==> config.mk <==
export PLATFORM = sky130hd
export DESIGN_NAME = uartCore
export DESIGN_NICKNAME = d
export VERILOG_FILES = /design/src/uartPkg.sv /design/src/baudGen.sv /design/src/uartRec.sv /design/src/uartTrans.sv /design/src/uartFifo.sv /design/src/uartHostPort.sv /design/src/uartCore.sv
export VERILOG_INCLUDE_DIRS = /design/src
export SDC_FILE = /design/constraint.sdc
export NUM_CORES = 1
export LEC_CHECK = 0
export ABC_AREA = 1
export BUFFER_PORTS_ARGS = -buffer_cell sky130_fd_sc_hd__buf_2
export CAP_MARGIN = 20
export CORE_MARGIN = 5
export CORE_UTILIZATION = 50
export DETAILED_ROUTE_END_ITERATION = 8
export GPL_TIMING_DRIVEN = 0
export MAX_ROUTING_LAYER = met4
export PLACE_DENSITY = 0.66
export SYNTH_ARGS = -nofsm -noshare
export SYNTH_HDL_FRONTEND = slang
export SYNTH_SLANG_ARGS = --single-unit
==> constraint.sdc <==
create_clock -name clk -period 2.95 [get_ports clk]
set_clock_uncertainty 0.2 [all_clocks]
set_input_delay 0.4425 -clock clk [delete_from_list [all_inputs] [get_ports clk]]
set_output_delay 0.4425 -clock clk [all_outputs]
set_load 0.01 [all_outputs]
==> src/uart_consts.svh <==
`ifndef UART_CONSTS_SVH
`define UART_CONSTS_SVH

//////////////////////////////////////////////////
// character format
//////////////////////////////////////////////////

`define dataBits 8 // bits per character, lsb first on the line

// one stop bit, counted in oversampling ticks
`define sbTick 16

//////////////////////////////////////////////////
// queues
//////////////////////////////////////////////////

`define fifoDepth 16 // entries per direction
`define fifoAddrLen 4 // pointer width, 2^4 = fifoDepth

//////////////////////////////////////////////////
// bit timing
//////////////////////////////////////////////////

// clocks between two oversampling ticks
// 16 ticks per bit -> 64 clocks per bit, 640 per frame
`define baudDivisor 4

`endif

==> src/uartPkg.sv <==
`include "uart_consts.svh"

package uartPkg;

	typedef logic [`dataBits-1:0] byteT; // one character
	typedef logic [7:0] statusT; // host status byte
	typedef logic [`fifoAddrLen:0] fifoCntT; // 0 .. fifoDepth
	typedef logic [3:0] tickCntT; // oversampling tick counter

	// receiver fsm
	typedef enum logic [1:0] {rxIdle, rxStart, rxData, rxStop} rxStateT;

	// transmitter fsm
	typedef enum logic [1:0] {txIdle, txStart, txData, txStop} txStateT;

endpackage

==> src/baudGen.sv <==
`timescale 1ns/1ps
`include "uart_consts.svh"

// free running divider, one tick per baudDivisor clocks
module baudGen
(
	input logic clk,
	input logic reset,
	output logic sTick
);

	logic [$clog2(`baudDivisor)-1:0] count;
	logic wrap;

	assign wrap = (count == `baudDivisor-1); // last clock of the period

	always_ff @(posedge clk or posedge reset)
	begin
		if (reset)
		begin
			count <= '0;
		end
		else if (wrap)
		begin
			count <= '0; // restart period
		end
		else
		begin
			count <= count + 1'b1;
		end
	end

	// single cycle pulse on the wrap clock
	assign sTick = wrap;

endmodule

==> src/uartRec.sv <==
`timescale 1ns/1ps
`include "uart_consts.svh"

// 16x oversampling receiver, one start, dataBits data, one stop
module uartRec
(
	input logic clk,
	input logic reset,
	input logic sTick,
	input logic rx,
	output logic rxDoneTick,
	output uartPkg::byteT dOut
);

	uartPkg::rxStateT stateReg, stateNext; // fsm state
	uartPkg::tickCntT sReg, sNext; // ticks within a bit
	logic [$clog2(`dataBits)-1:0] nReg, nNext; // data bits received
	uartPkg::byteT bReg, bNext; // shift register
	logic rxMeta, rxSync; // line synchronizer

	//////////////////////////////////////////////////
	// registers
	//////////////////////////////////////////////////

	always_ff @(posedge clk or posedge reset)
	begin
		if (reset)
		begin
			rxMeta <= 1'b1; // idle line is high
			rxSync <= 1'b1;
			stateReg <= uartPkg::rxIdle;
			sReg <= '0;
			nReg <= '0;
		end
		else
		begin
			rxMeta <= rx;
			rxSync <= rxMeta;
			stateReg <= stateNext;
			sReg <= sNext;
			nReg <= nNext;
		end
	end

	// received data, no reset needed
	always_ff @(posedge clk)
	begin
		bReg <= bNext;
	end

	//////////////////////////////////////////////////
	// next state logic
	//////////////////////////////////////////////////

	always_comb
	begin
		stateNext = stateReg;
		sNext = sReg;
		nNext = nReg;
		bNext = bReg;
		rxDoneTick = 1'b0;

		case (stateReg)
			uartPkg::rxIdle:
				if (!rxSync) // falling edge of start bit
				begin
					stateNext = uartPkg::rxStart;
					sNext = '0;
				end
			uartPkg::rxStart:
				if (sTick)
				begin
					if (sReg == 4'd7) // middle of start bit
					begin
						stateNext = uartPkg::rxData;
						sNext = '0;
						nNext = '0;
					end
					else
						sNext = sReg + 1'b1;
				end
			uartPkg::rxData:
				if (sTick)
				begin
					if (sReg == 4'd15) // middle of a data bit
					begin
						sNext = '0;
						bNext = {rxSync, bReg[`dataBits-1:1]}; // lsb arrives first
						if (nReg == `dataBits-1)
							stateNext = uartPkg::rxStop;
						else
							nNext = nReg + 1'b1;
					end
					else
						sNext = sReg + 1'b1;
				end
			uartPkg::rxStop:
				if (sTick)
				begin
					if (sReg == `sbTick-1) // stop bit finished
					begin
						stateNext = uartPkg::rxIdle;
						rxDoneTick = 1'b1;
					end
					else
						sNext = sReg + 1'b1;
				end
			default:
				stateNext = uartPkg::rxIdle;
		endcase
	end

	assign dOut = bReg;

endmodule

==> src/uartTrans.sv <==
`timescale 1ns/1ps
`include "uart_consts.svh"

// serializer, pulls bytes from the tx queue and frames them
module uartTrans
(
	input logic clk,
	input logic reset,
	input logic sTick,
	input logic txEmpty,
	input uartPkg::byteT txHead,
	output logic txPop,
	output logic tx,
	output logic txBusy
);

	uartPkg::txStateT stateReg, stateNext;
	uartPkg::tickCntT sReg, sNext; // ticks within a bit
	logic [$clog2(`dataBits)-1:0] nReg, nNext; // data bits sent
	uartPkg::byteT bReg, bNext; // outgoing shift register
	logic txReg, txNext; // registered line driver

	always_ff @(posedge clk or posedge reset)
	begin
		if (reset)
		begin
			stateReg <= uartPkg::txIdle;
			sReg <= '0;
			nReg <= '0;
			txReg <= 1'b1; // line idles high
		end
		else
		begin
			stateReg <= stateNext;
			sReg <= sNext;
			nReg <= nNext;
			txReg <= txNext;
		end
	end

	always_ff @(posedge clk)
	begin
		bReg <= bNext;
	end

	//////////////////////////////////////////////////
	// frame sequencing
	//////////////////////////////////////////////////

	always_comb
	begin
		stateNext = stateReg;
		sNext = sReg;
		nNext = nReg;
		bNext = bReg;
		txNext = txReg;
		txPop = 1'b0;

		case (stateReg)
			uartPkg::txIdle:
				if (!txEmpty) // pop and latch head in one cycle
				begin
					txPop = 1'b1;
					bNext = txHead;
					stateNext = uartPkg::txStart;
					sNext = '0;
					txNext = 1'b0; // start bit
				end
			uartPkg::txStart:
				if (sTick)
				begin
					if (sReg == 4'd15)
					begin
						stateNext = uartPkg::txData;
						sNext = '0;
						nNext = '0;
						txNext = bReg[0]; // first data bit
					end
					else
						sNext = sReg + 1'b1;
				end
			uartPkg::txData:
				if (sTick)
				begin
					if (sReg == 4'd15)
					begin
						sNext = '0;
						bNext = {1'b0, bReg[`dataBits-1:1]};
						if (nReg == `dataBits-1)
						begin
							stateNext = uartPkg::txStop;
							txNext = 1'b1; // stop bit
						end
						else
						begin
							nNext = nReg + 1'b1;
							txNext = bReg[1]; // next bit after shift
						end
					end
					else
						sNext = sReg + 1'b1;
				end
			uartPkg::txStop:
				if (sTick)
				begin
					if (sReg == `sbTick-1)
						stateNext = uartPkg::txIdle; // line already high
					else
						sNext = sReg + 1'b1;
				end
			default:
				stateNext = uartPkg::txIdle;
		endcase
	end

	assign tx = txReg;
	assign txBusy = (stateReg != uartPkg::txIdle);

endmodule

==> src/uartFifo.sv <==
`timescale 1ns/1ps
`include "uart_consts.svh"

// show-ahead byte queue, head always visible on dout
module uartFifo
(
	input logic clk,
	input logic reset,
	input logic push,
	input logic pop,
	input uartPkg::byteT din,
	output uartPkg::byteT dout,
	output logic full,
	output logic empty,
	output uartPkg::fifoCntT count
);

	uartPkg::byteT mem [0:`fifoDepth-1]; // storage
	logic [`fifoAddrLen-1:0] wrPtr, rdPtr;
	uartPkg::fifoCntT countReg;
	logic doPush, doPop;

	assign full = (countReg == `fifoDepth);
	assign empty = (countReg == '0);
	assign doPush = push && !full; // overflow ignored
	assign doPop = pop && !empty; // underflow ignored

	// pointers and fill level
	always_ff @(posedge clk or posedge reset)
	begin
		if (reset)
		begin
			wrPtr <= '0;
			rdPtr <= '0;
			countReg <= '0;
		end
		else
		begin
			if (doPush)
				wrPtr <= wrPtr + 1'b1; // wraps at depth
			if (doPop)
				rdPtr <= rdPtr + 1'b1;
			case ({doPush, doPop})
				2'b10: countReg <= countReg + 1'b1;
				2'b01: countReg <= countReg - 1'b1;
				default: countReg <= countReg; // none, or both at once
			endcase
		end
	end

	always_ff @(posedge clk)
	begin
		if (doPush)
			mem[wrPtr] <= din;
	end

	assign dout = mem[rdPtr];
	assign count = countReg;

endmodule

==> src/uartHostPort.sv <==
`timescale 1ns/1ps

// processor side, strobe gating, read data and status
module uartHostPort
(
	input logic clk,
	input logic reset,
	input logic rd,
	input logic wr,
	input logic statRd,
	input logic rxDoneTick,
	input logic rxFull,
	input logic rxEmpty,
	input logic txFull,
	input logic txBusy,
	input uartPkg::byteT wrData,
	input uartPkg::byteT rxByte,
	input uartPkg::byteT rxHead,
	output logic rxPush,
	output logic rxPop,
	output logic txPush,
	output uartPkg::byteT rxDin,
	output uartPkg::byteT txDin,
	output uartPkg::byteT rdData,
	output uartPkg::statusT status
);

	logic overrunReg; // sticky, rx byte lost
	logic dropReg; // sticky, tx byte lost

	// strobes only reach a queue that can take them
	assign rxPush = rxDoneTick && !rxFull;
	assign rxPop = rd && !rxEmpty;
	assign txPush = wr && !txFull;

	assign rxDin = rxByte; // receiver byte into rx queue
	assign txDin = wrData; // host byte into tx queue

	// a new loss wins over a clear in the same cycle
	always_ff @(posedge clk or posedge reset)
	begin
		if (reset)
		begin
			overrunReg <= 1'b0;
			dropReg <= 1'b0;
		end
		else
		begin
			if (rxDoneTick && rxFull)
				overrunReg <= 1'b1;
			else if (statRd)
				overrunReg <= 1'b0;
			if (wr && txFull)
				dropReg <= 1'b1;
			else if (statRd)
				dropReg <= 1'b0;
		end
	end

	assign rdData = rxEmpty ? '0 : rxHead; // zero when nothing queued
	assign status = {3'b000, txBusy, dropReg, overrunReg, txFull, !rxEmpty};

endmodule

==> src/uartCore.sv <==
`timescale 1ns/1ps

// uart peripheral top, tick source, both paths and host port
module uartCore
(
	input logic clk,
	input logic reset,
	input logic rx,
	input logic rd,
	input logic wr,
	input logic statRd,
	input uartPkg::byteT wrData,
	output logic tx,
	output uartPkg::byteT rdData,
	output uartPkg::statusT status
);

	logic sTick; // oversampling tick
	logic rxDoneTick;
	uartPkg::byteT rxByte, rxDin, rxHead; // receive path
	logic rxPush, rxPop, rxFull, rxEmpty;
	uartPkg::byteT txDin, txHead; // transmit path
	logic txPush, txPop, txFull, txEmpty, txBusy;

	//////////////////////////////////////////////////
	// timing and serial paths
	//////////////////////////////////////////////////

	baudGen tickGen (.clk(clk), .reset(reset), .sTick(sTick));

	uartRec receiver (.clk(clk), .reset(reset), .sTick(sTick), .rx(rx),
		.rxDoneTick(rxDoneTick), .dOut(rxByte));

	uartTrans transmitter (.clk(clk), .reset(reset), .sTick(sTick), .txEmpty(txEmpty),
		.txHead(txHead), .txPop(txPop), .tx(tx), .txBusy(txBusy));

	//////////////////////////////////////////////////
	// queues, fill counts not used at this level
	//////////////////////////////////////////////////

	uartFifo rxFifo (.clk(clk), .reset(reset), .push(rxPush), .pop(rxPop), .din(rxDin),
		.dout(rxHead), .full(rxFull), .empty(rxEmpty), .count());

	uartFifo txFifo (.clk(clk), .reset(reset), .push(txPush), .pop(txPop), .din(txDin),
		.dout(txHead), .full(txFull), .empty(txEmpty), .count());

	// host side
	uartHostPort hostPort (.clk(clk), .reset(reset), .rd(rd), .wr(wr), .statRd(statRd),
		.rxDoneTick(rxDoneTick), .rxFull(rxFull), .rxEmpty(rxEmpty), .txFull(txFull),
		.txBusy(txBusy), .wrData(wrData), .rxByte(rxByte), .rxHead(rxHead),
		.rxPush(rxPush), .rxPop(rxPop), .txPush(txPush), .rxDin(rxDin), .txDin(txDin),
		.rdData(rdData), .status(status));

endmodule

==> impl_metrics.ini, run 1 <==
[cells_and_area]
area_delta_synth_final_pct = 13.9
fillerInstances = 2309
nets = 1434
multiInputGateArea_mm2 = 0.00411
drive_gt1_share_pct = 12.7
final_util_pct = 57.9
layout.cells.non_filler = 1785
regArea_mm2 = 0.00945
antenna_cells = 0

[die]
core.rowCount = 61
ios = 31
core-area_mm2 = 0.0279
die_area_mm2 = 0.0318
die_w_um = 178
start_util_pct = 50.9
die_height_um = 178

[power]
ir_worst_vdd_v = 0.000675
power_density_mw_per_mm2 = 790
leakagePower_nw = 6.44

[clocking]
h-tree-depth = 2
cts_made_buffers = 35
clock-sinks = 323
clk_latency_ps = 510
cts_root_buffer = clkbuf_16
cts_buffer_depth = 3
cts_tree = yes
clk_pin_slew_ps = 60

[setup_path]
critPathMaxFanout = 10
reg2reg_depth = 9
crit_chain = clkbuf_1, nand2_1, nand3_1, nand3_1, nand2_1, nand2_1, a21oi_1, buf_2
cp.arrival_ps = 2180
cp_num_buf_inv = 2
cp.required_ps = 2310
slowest_delay_ps = 450
start_kind = flop
crit_family = buffers and inverters
worstSetupEndpointType = primary output
crit_slowest_cell = clkbuf_1
crit_top_cell = nand2_1
cp.depth = 8
path_class = reg -> out

[sta]
post-route-min-period_ps = 2830
fin_crit_sh_pct = 95.8
slew_headroom_pct = 35.5
rsz0062_at_grt = no
slew_viol_final = 0
setup_violations = 0
fin_tns_setup_ps = 0
fmax_mhz = 354
finalHoldViolCount = 0
worstMarginPinSlew_ps = 964
setup_slack_ps = 123

[route]
via_per_inst = 5.25
wl_per_cell_um = 17.9
drt_iter0_drc = 700
vias = 9380
drcViolationCount = 0
drt-total-wl_um = 31900
postRouteAntennaNets = 0
dr.pass1.iters = 5

[placed_design]
port_buffers = 27
place.gp.congestion = 0.892
hpwlAfterDp_um = 21400
pre_cts_ws_ps = 210
dp.cells = 1720

[global_routing]
use_met2_pct = 36.4
grt_first_pass_wirelength_um = 50600
grt_start_max_net_pins = 42
grt-busiest-layer = met2
met3_usage_pct = 3.09
grt_overflow_total = 0
antenna_found_initial = 0
grt.total_usage_pct = 21.3
grt_use_met1_pct = 26.8
first_global_vias = 9334

[logic_synthesis]
avgSynthCellArea_um2 = 10.9
ys_seq_area_share_pct = 66.7
synth_ff_type = edfxtp_1
syn_area_mm2 = 0.0142
synth_cell_types = 37
async_flop_share_pct = 15.8
synth_cells = 1302
yosys_register_bits = 323
synth_warnings = 0
synth_edf_count = 272

[status]
status = finished, final reports clean

[worst_hold_path]
whs_path_depth = 3
hp-class = in -> reg

[job]
max-cap-violations = 0
[synth_stat cells (all sizes together), types with 2 or more instances]
cell	instances	share of area [%]
nand2	450	12
edfxtp	272	58
nand3	213	7.6
inv	62	1.6
nor2	54	1.6
buf	53	2.6
dfrtp	48	8.5
ha	36	3.2
o21ai	36	1.3
a21oi	21	0.74
xor2	15	0.93
nor3	13	0.46
clkbuf	7	0.19
xnor2	4	0.25
clkinv	3	0.079
dfstp	3	0.56
o21bai	2	0.11
[layer usage]
metal	vias up	wire (um)
li1	4590	-
met1	4457	13300
met2	267	16000
met3	66	1750
met4	0	892
met5	-	0
[what timing repair did]
item                                    4_1_cts  5_1_grt
hold buffers                                  3        0
hold endpoints to repair                     13        0
buffers inserted                              0        1
gates resized for setup                       0       17
endpoints found under the setup margin        0       10
[worst register-to-register path, delay by kind of cell (launching register included)]
| family | cells | cell delay (ps) |
|---|---|---|
| AO/OA/AOI/OAI | 1 | 160 |
| AND/OR/NAND/NOR | 5 | 1190 |
| flip-flops | 1 | 380 |
| adder cells (fa/ha/maj) | 1 | 180 |
| buffers and inverters | 2 | 230 |
[through the flow]
step	total power, mW	cell area, um^2	hold WS [ps]
after floorplan	7.31	14200	145
after detailed placement	8.25	14900	151
final	12.7	16100	61.3
after CTS	12.8	16100	41.3
after global placement	8.15	14800	147
after global routing	13.4	16100	67.2
[power by group]
| group | switching, mW | total (mW) | internal [mW] |
|---|---|---|---|
| logic | 1.92 | 2.88 | 0.964 |
| registers | 0.141 | 5.36 | 5.22 |
| clock network | 1.71 | 4.50 | 2.79 |
| total | 3.77 | 12.7 | 8.98 |
[cells in the final DEF, fill, tap and decap left out, drive strengths merged, types with 3 or more instances in the layout]
cell / count
dfstp: 3
edfxtp: 272
buf: 88
bufinv: 6
conb: 3
xnor2: 4
nand2: 450
dfrtp: 48
a21oi: 21
dlygate4sd3: 3
o21ai: 36
ha: 36
inv: 62
nand3: 213
nor2: 54
clkinv: 11
clkbuf: 58
xor2: 15
nor3: 13
[final timing paths]
path                                              start                     endpoint  slack (ps)
max                         rxFifo.rdPtr[0]$_DFFE_PP0P_                    rdData[6]         120
min                                                  rd  rxFifo.rdPtr[0]$_DFFE_PP0P_          60
max reg2reg                receiver.sReg[0]$_DFFE_PP0P_   rxFifo.mem[0][0]$_DFFE_PP_         230
min reg2reg                   receiver.rxMeta$_DFF_PP1_    receiver.rxSync$_DFF_PP1_         160
max in group asynchronous                         reset    receiver.rxMeta$_DFF_PP1_        1740
min in group asynchronous                         reset  rxFifo.count[0]$_DFFE_PP0P_         230
[area by class of cell]
class	instances	share of cell area [%]
repair buffers	42	1.55
flip-flops and latches	323	58.6
clock buffers	47	5.89
multi-input cells	856	25.4
plain buffers	60	2.62
inverters	65	1.51
clock inverters	14	1.47
well taps	378	2.93
[state kept, by name, summed over array words and instances, names as in the netlist, 5 cells and up]
| register | count |
|---|---|
| rxFifo.mem | 128 |
| txFifo.mem | 128 |
| receiver.dOut | 8 |
| transmitter.bReg | 8 |
| rxFifo.count | 5 |
| txFifo.count | 5 |
[logic make-up (layout without fill, tap and decap cells)]
group | after synthesis | in the layout | share of synthesized area (%)
fa+ha+maj | 37 | 37 | 3.32
compound gates | 63 | 63 | 2.38
mux | 1 | 1 | 0.0707
xor+xnor | 19 | 19 | 1.17
flops | 323 | 323 | 66.7
simple gates | 733 | 733 | 21.8
other cells | 1 | 3 | 0.0265
buf+inv | 125 | 228 | 4.52
Power figures use the tool's default switching activity.
==> inputs of run 2 (changes only) <==
CTS_BUF_LIST = sky130_fd_sc_hd__clkbuf_8   (was default)
PLACE_DENSITY = 0.64   (was 0.66)
TNS_END_PERCENT = 10   (was default)
==> run 2 against run 1 <==
- first-iteration DRC count up 21%
- sequential power is essentially flat
- flip-flop and latch count unchanged
- setup slack got worse by 57 ps
- global-route usage increased by 0.22 points
- worst hold slack got worse by 19 ps
- clock power fell by 18%
- cell area decreased by 1.1%
- sequential share of layout area increased by 0.64 points
- count of clock-buffer cells in the layout is 9 higher
- utilization fell by 0.62 points
==> impl_metrics.ini, run 2 (synthesized netlist as in run 1, its figures left out) <==
[status]
status = finished, final reports clean

[sta]
slew_headroom_pct = 22.3
fmax_mhz = 347
fin_crit_sh_pct = 97.7
fin_hold_ws_ps = 42.4
slew_viol_final = 0
worstMarginPinSlew_ps = 1160
setup_violations = 0
setup_slack_ps = 66.7
finalHoldViolCount = 0
rsz0062_at_grt = yes
post-route-min-period_ps = 2880

[cells_and_area]
antenna_cells = 0
final_util_pct = 57.3
fillerInstances = 2308
nets = 1448
layout.cells.non_filler = 1816
top_regs = rxFifo.mem (128), txFifo.mem (128)
final_common_cell = nand2_1
drive_gt1_share_pct = 13.8
area_delta_synth_final_pct = 12.7
mostFrequentLayoutCells = nand2_1, edfxtp_1, nand3_1

[global_routing]
grt.total_usage_pct = 21.5
grt_first_pass_wirelength_um = 51100
first_global_vias = 9343
grt_overflow_total = 0
grt_start_max_net_pins = 32
antenna_found_initial = 0

[power]
leakagePower_nw = 6.42
netSwitchingFraction_pct = 31.7
power_density_mw_per_mm2 = 746
p_int_mw = 8.14
finalPower_mw = 11.9
ir_worst_vdd_v = 0.000479
clock_power_share_pct = 30.8
p_comb_share_pct = 24.1
p_switching_mw = 3.77
p_seq_share_pct = 45.1

[placed_design]
dp.cells = 1717
port_buffers = 27
hpwlAfterDp_um = 21300
pre_cts_ws_ps = 177
place.gp.congestion = 0.889

[route]
via_per_inst = 5.23
drcViolationCount = 0
postRouteAntennaNets = 0
drt-total-wl_um = 32400
dr.pass1.iters = 6
drt_iter0_drc = 850
wl_per_cell_um = 17.8
vias = 9495

[clocking]
cts_buffer_depth = 3
clk_latency_ps = 590
cts_made_buffers = 52
clk_pin_slew_ps = 70
h-tree-depth = 2
cts_root_buffer = clkbuf_8
clock-sinks = 323
cts_tree = yes
post_cts_buffers = 0

[die]
start_util_pct = 50.9
die_area_mm2 = 0.0318
core-area_mm2 = 0.0279
die_w_um = 178
die_height_um = 178
core.rowCount = 61
ios = 31

[worst_hold_path]
holdCritStartpoint = wr
hp-class = in -> reg

[setup_path]
rr_startpoint = receiver.sReg[0]$_DFFE_PP0P_
cp.required_ps = 2310
worstSetupEndpointType = primary output
path_class = reg -> out
startpoint = rxFifo.rdPtr[1]$_DFFE_PP0P_
critPathMaxFanout = 10
start_kind = flop
cp.arrival_ps = 2240

[job]
max-cap-violations = 0
run 2: power groups by stage:
stage | registers [mW] | logic [mW] | clock network [mW]
global placement | 5.45 | 2.71 | 0
detailed placement | 5.45 | 2.80 | 0
global route | 5.39 | 3.20 | 3.95
finish | 5.37 | 2.87 | 3.67
CTS | 5.36 | 2.82 | 3.74
floorplan | 5.42 | 1.89 | 0
run 2: timing repair:
action / 4_1_cts / 5_1_grt
endpoints found under the hold margin: 22 / 0
pin swaps: 0 / 1
endpoints found under the setup margin: 3 / 9
gates resized for setup: 1 / 25
hold buffers: 4 / 0
run 2: path summary, 6_finish.rpt:
kind	endpoint	slack, ps	depth (start not counted)
max in group asynchronous	transmitter.tx$_DFFE_PP1P_	1660	4
hold reg to reg	receiver.rxSync$_DFF_PP1_	140	0
setup reg to reg	rxFifo.mem[12][4]$_DFFE_PP_	220	9
setup / recovery	rdData[3]	70	9
hold / removal	hostPort.dropReg$_DFFE_PP0P_	40	3
min in group asynchronous	rxFifo.rdPtr[1]$_DFFE_PP0P_	240	3
run 2: per-layer routing:
| metal | vias to the layer above | track usage, % | routed length, um |
|---|---|---|---|
| met5 | - | - | 0 |
| met4 | 0 | 7.07 | 1150 |
| met3 | 83 | 3.48 | 1870 |
| met2 | 315 | 36.4 | 16000 |
| met1 | 4477 | 26.7 | 13300 |
| li1 | 4620 | - | - |
run 2: layout make-up:
class                           count  area [um^2]  area share (%)
Clock inverter                     39          229            1.43
Inverter                           65          244            1.53
Buffer                             60          443            2.78
Timing Repair Buffer               39          238            1.49
Tap cell                          378          473            2.96
Sequential cell                   323         9450            59.2
Multi-Input combinational cell    856         4110            25.8
Clock buffer                       56          771            4.83
run 2: metrics by stage:
stage / cell area, um^2 / TNS, ps
finish: 16000 / 0
global route: 16000 / -160
CTS: 15900 / 0
detailed placement: 14900 / 0
global placement: 14800 / 0
floorplan: 14200 / 0
run 2: worst max-delay path, cell delays in order, from the launching register on:
cell and delay, ps:
dfrtp_1 380, clkbuf_4 180, inv_1 200, buf_4 230, nand3_1 100, nand3_1 150
nand2_1 110, nand2_1 80, a21oi_1 70, buf_2 140
==> inputs of run 3 (changes only) <==
BUFFER_PORTS_ARGS = default   (was -buffer_cell sky130_fd_sc_hd__buf_2)
DONT_BUFFER_PORTS = 1   (was default)
PLACE_DENSITY = 0.63   (was 0.64)
TNS_END_PERCENT = 1   (was 10)
==> run 3 against run 2 <==
- maximum frequency rose by 0.64%
- register-to-register slack worse by 40 ps
- power shrank 2.1%
- final cell count down 0.61%
- first-iteration DRC count down 21%
- sequential power is essentially flat
- die area is the same
- count of clock-buffer cells in the layout fell by 2
- critical endpoint unchanged
==> impl_metrics.ini, run 3 (synthesized netlist as in run 1, its figures left out) <==
[placed_design]
port_buffers = 0
hpwlAfterDp_um = 21500
pre_cts_ws_ps = 128
dp.cells = 1692
place.gp.congestion = 0.882

[cells_and_area]
multiInputGateArea_mm2 = 0.00413
final_common_cell = nand2_1
nets = 1434
top_regs = rxFifo.mem (128), txFifo.mem (128)
regArea_mm2 = 0.00945
mostFrequentLayoutCells = nand2_1, edfxtp_1, nand3_1
layout.cells.non_filler = 1805
area_delta_synth_final_pct = 11.9
fillerInstances = 2343
drive_gt1_share_pct = 11.8

[clocking]
cts_buffer_depth = 3
h-tree-depth = 2
post_cts_buffers = 0
clk_latency_ps = 570
clock-sinks = 323
cts_root_buffer = clkbuf_8
clk_pin_slew_ps = 60
cts_made_buffers = 53
cts_tree = yes

[setup_path]
critPathMaxFanout = 10
rr_startpoint = receiver.sReg[0]$_DFFE_PP0P_
crit_family = buffers and inverters
slowest_delay_ps = 340
path_class = reg -> out
startpoint = rxFifo.rdPtr[1]$_DFFE_PP0P_
worstSetupEndpointType = primary output
start_kind = flop
cp.required_ps = 2310
crit_chain = buf_2, inv_1, buf_2, nand3_1, nand3_1, nand2_1, nand2_1, a21oi_2
crit_slowest_cell = dfrtp_1
cp_num_buf_inv = 3
cp.arrival_ps = 2220

[global_routing]
grt.total_usage_pct = 21.3
grt_first_pass_wirelength_um = 50400
first_global_vias = 9278
antenna_found_initial = 2
grt_overflow_total = 0
grt_start_max_net_pins = 40

[power]
finalPower_mw = 11.7
netSwitchingFraction_pct = 32.3
p_switching_mw = 3.77
ir_worst_vdd_v = 0.000399
power_density_mw_per_mm2 = 735
p_seq_share_pct = 46.0
clock_power_share_pct = 30.2
leakagePower_nw = 6.33
p_comb_share_pct = 23.8
p_int_mw = 7.89

[sta]
worstMarginPinSlew_ps = 1010
fmax_mhz = 349
post-route-min-period_ps = 2860
slew_viol_final = 0
slew_headroom_pct = 32.7
fin_crit_sh_pct = 97.1
finalHoldViolCount = 0
fin_tns_setup_ps = 0
setup_slack_ps = 85.1
setup_violations = 0
rsz0062_at_grt = yes

[worst_hold_path]
hp-class = in -> async

[job]
max-cap-violations = 0

[die]
die_w_um = 178
start_util_pct = 50.9
core.rowCount = 61
core-area_mm2 = 0.0279
die_height_um = 178
ios = 31
die_area_mm2 = 0.0318

[route]
via_per_inst = 5.21
vias = 9405
dr.pass1.iters = 5
drt-total-wl_um = 32400
drt_iter0_drc = 674
wl_per_cell_um = 17.9
drcViolationCount = 0
postRouteAntennaNets = 0

[status]
status = finished, final reports clean
[run 3: path summary, 6_finish.rpt]
check,endpoint,slack [ps],cells past startpoint
setup / recovery,rdData[3],90,8
hold / removal,rxFifo.count[4]$_DFFE_PP0P_,90,2
setup reg to reg,rxFifo.mem[12][3]$_DFFE_PP_,180,9
hold reg to reg,receiver.rxSync$_DFF_PP1_,160,0
max in group asynchronous,receiver.rxSync$_DFF_PP1_,1870,3
min in group clk,receiver.rxSync$_DFF_PP1_,160,0
[run 3: repair_timing]
| action | 4_1_cts | 5_1_grt |
|---|---|---|
| hold endpoints to repair | 185 | 0 |
| gates resized for setup | 0 | 15 |
| hold buffers | 13 | 0 |
| endpoints found under the setup margin | 0 | 9 |
[run 3: power groups by stage]
stage	clock network (mW)	registers, mW	logic (mW)
after floorplan	0	5.42	1.89
after global placement	0	5.45	2.58
after detailed placement	0	5.45	2.66
after CTS	3.60	5.36	2.71
after global routing	3.85	5.39	3.10
final	3.52	5.37	2.78
[run 3: layout make-up]
type	instances	area share, %
well taps	378	2.98
flip-flops and latches	323	59.6
clock inverters	43	1.29
inverters	65	1.54
plain buffers	60	2.56
diodes	2	0.0316
repair buffers	24	1.28
clock buffers	54	4.69
multi-input cells	856	26.0
[run 3: worst register-to-register path, stage by stage, from the launching register on]
cell and delay (ps):
dfrtp_1 380, ha_1 180, nand2_1 80, inv_2 70
nand3_1 110, nor2_2 180, o21ai_2 170, inv_2 170
nand2_2 100, nor2_1 750
[run 3: per-layer routing]
metal / global-route usage [%] / up-vias / share of wire, %
met3: 3.43 / 96 / 5.6
met1: 27.1 / 4439 / 42
li1: - / 4601 / -
met2: 34.8 / 269 / 49
met5: - / - / 0
met4: 8.19 / 0 / 3.7
[run 3: metrics by stage]
stage,utilization (%),hold WS [ps],cell area (um^2)
after CTS,56.7,67.4,15800
after floorplan,-,145,14200
after global routing,56.9,96.3,15900
after global placement,52.6,151,14600
after detailed placement,52.9,118,14700
final,56.9,94.2,15900
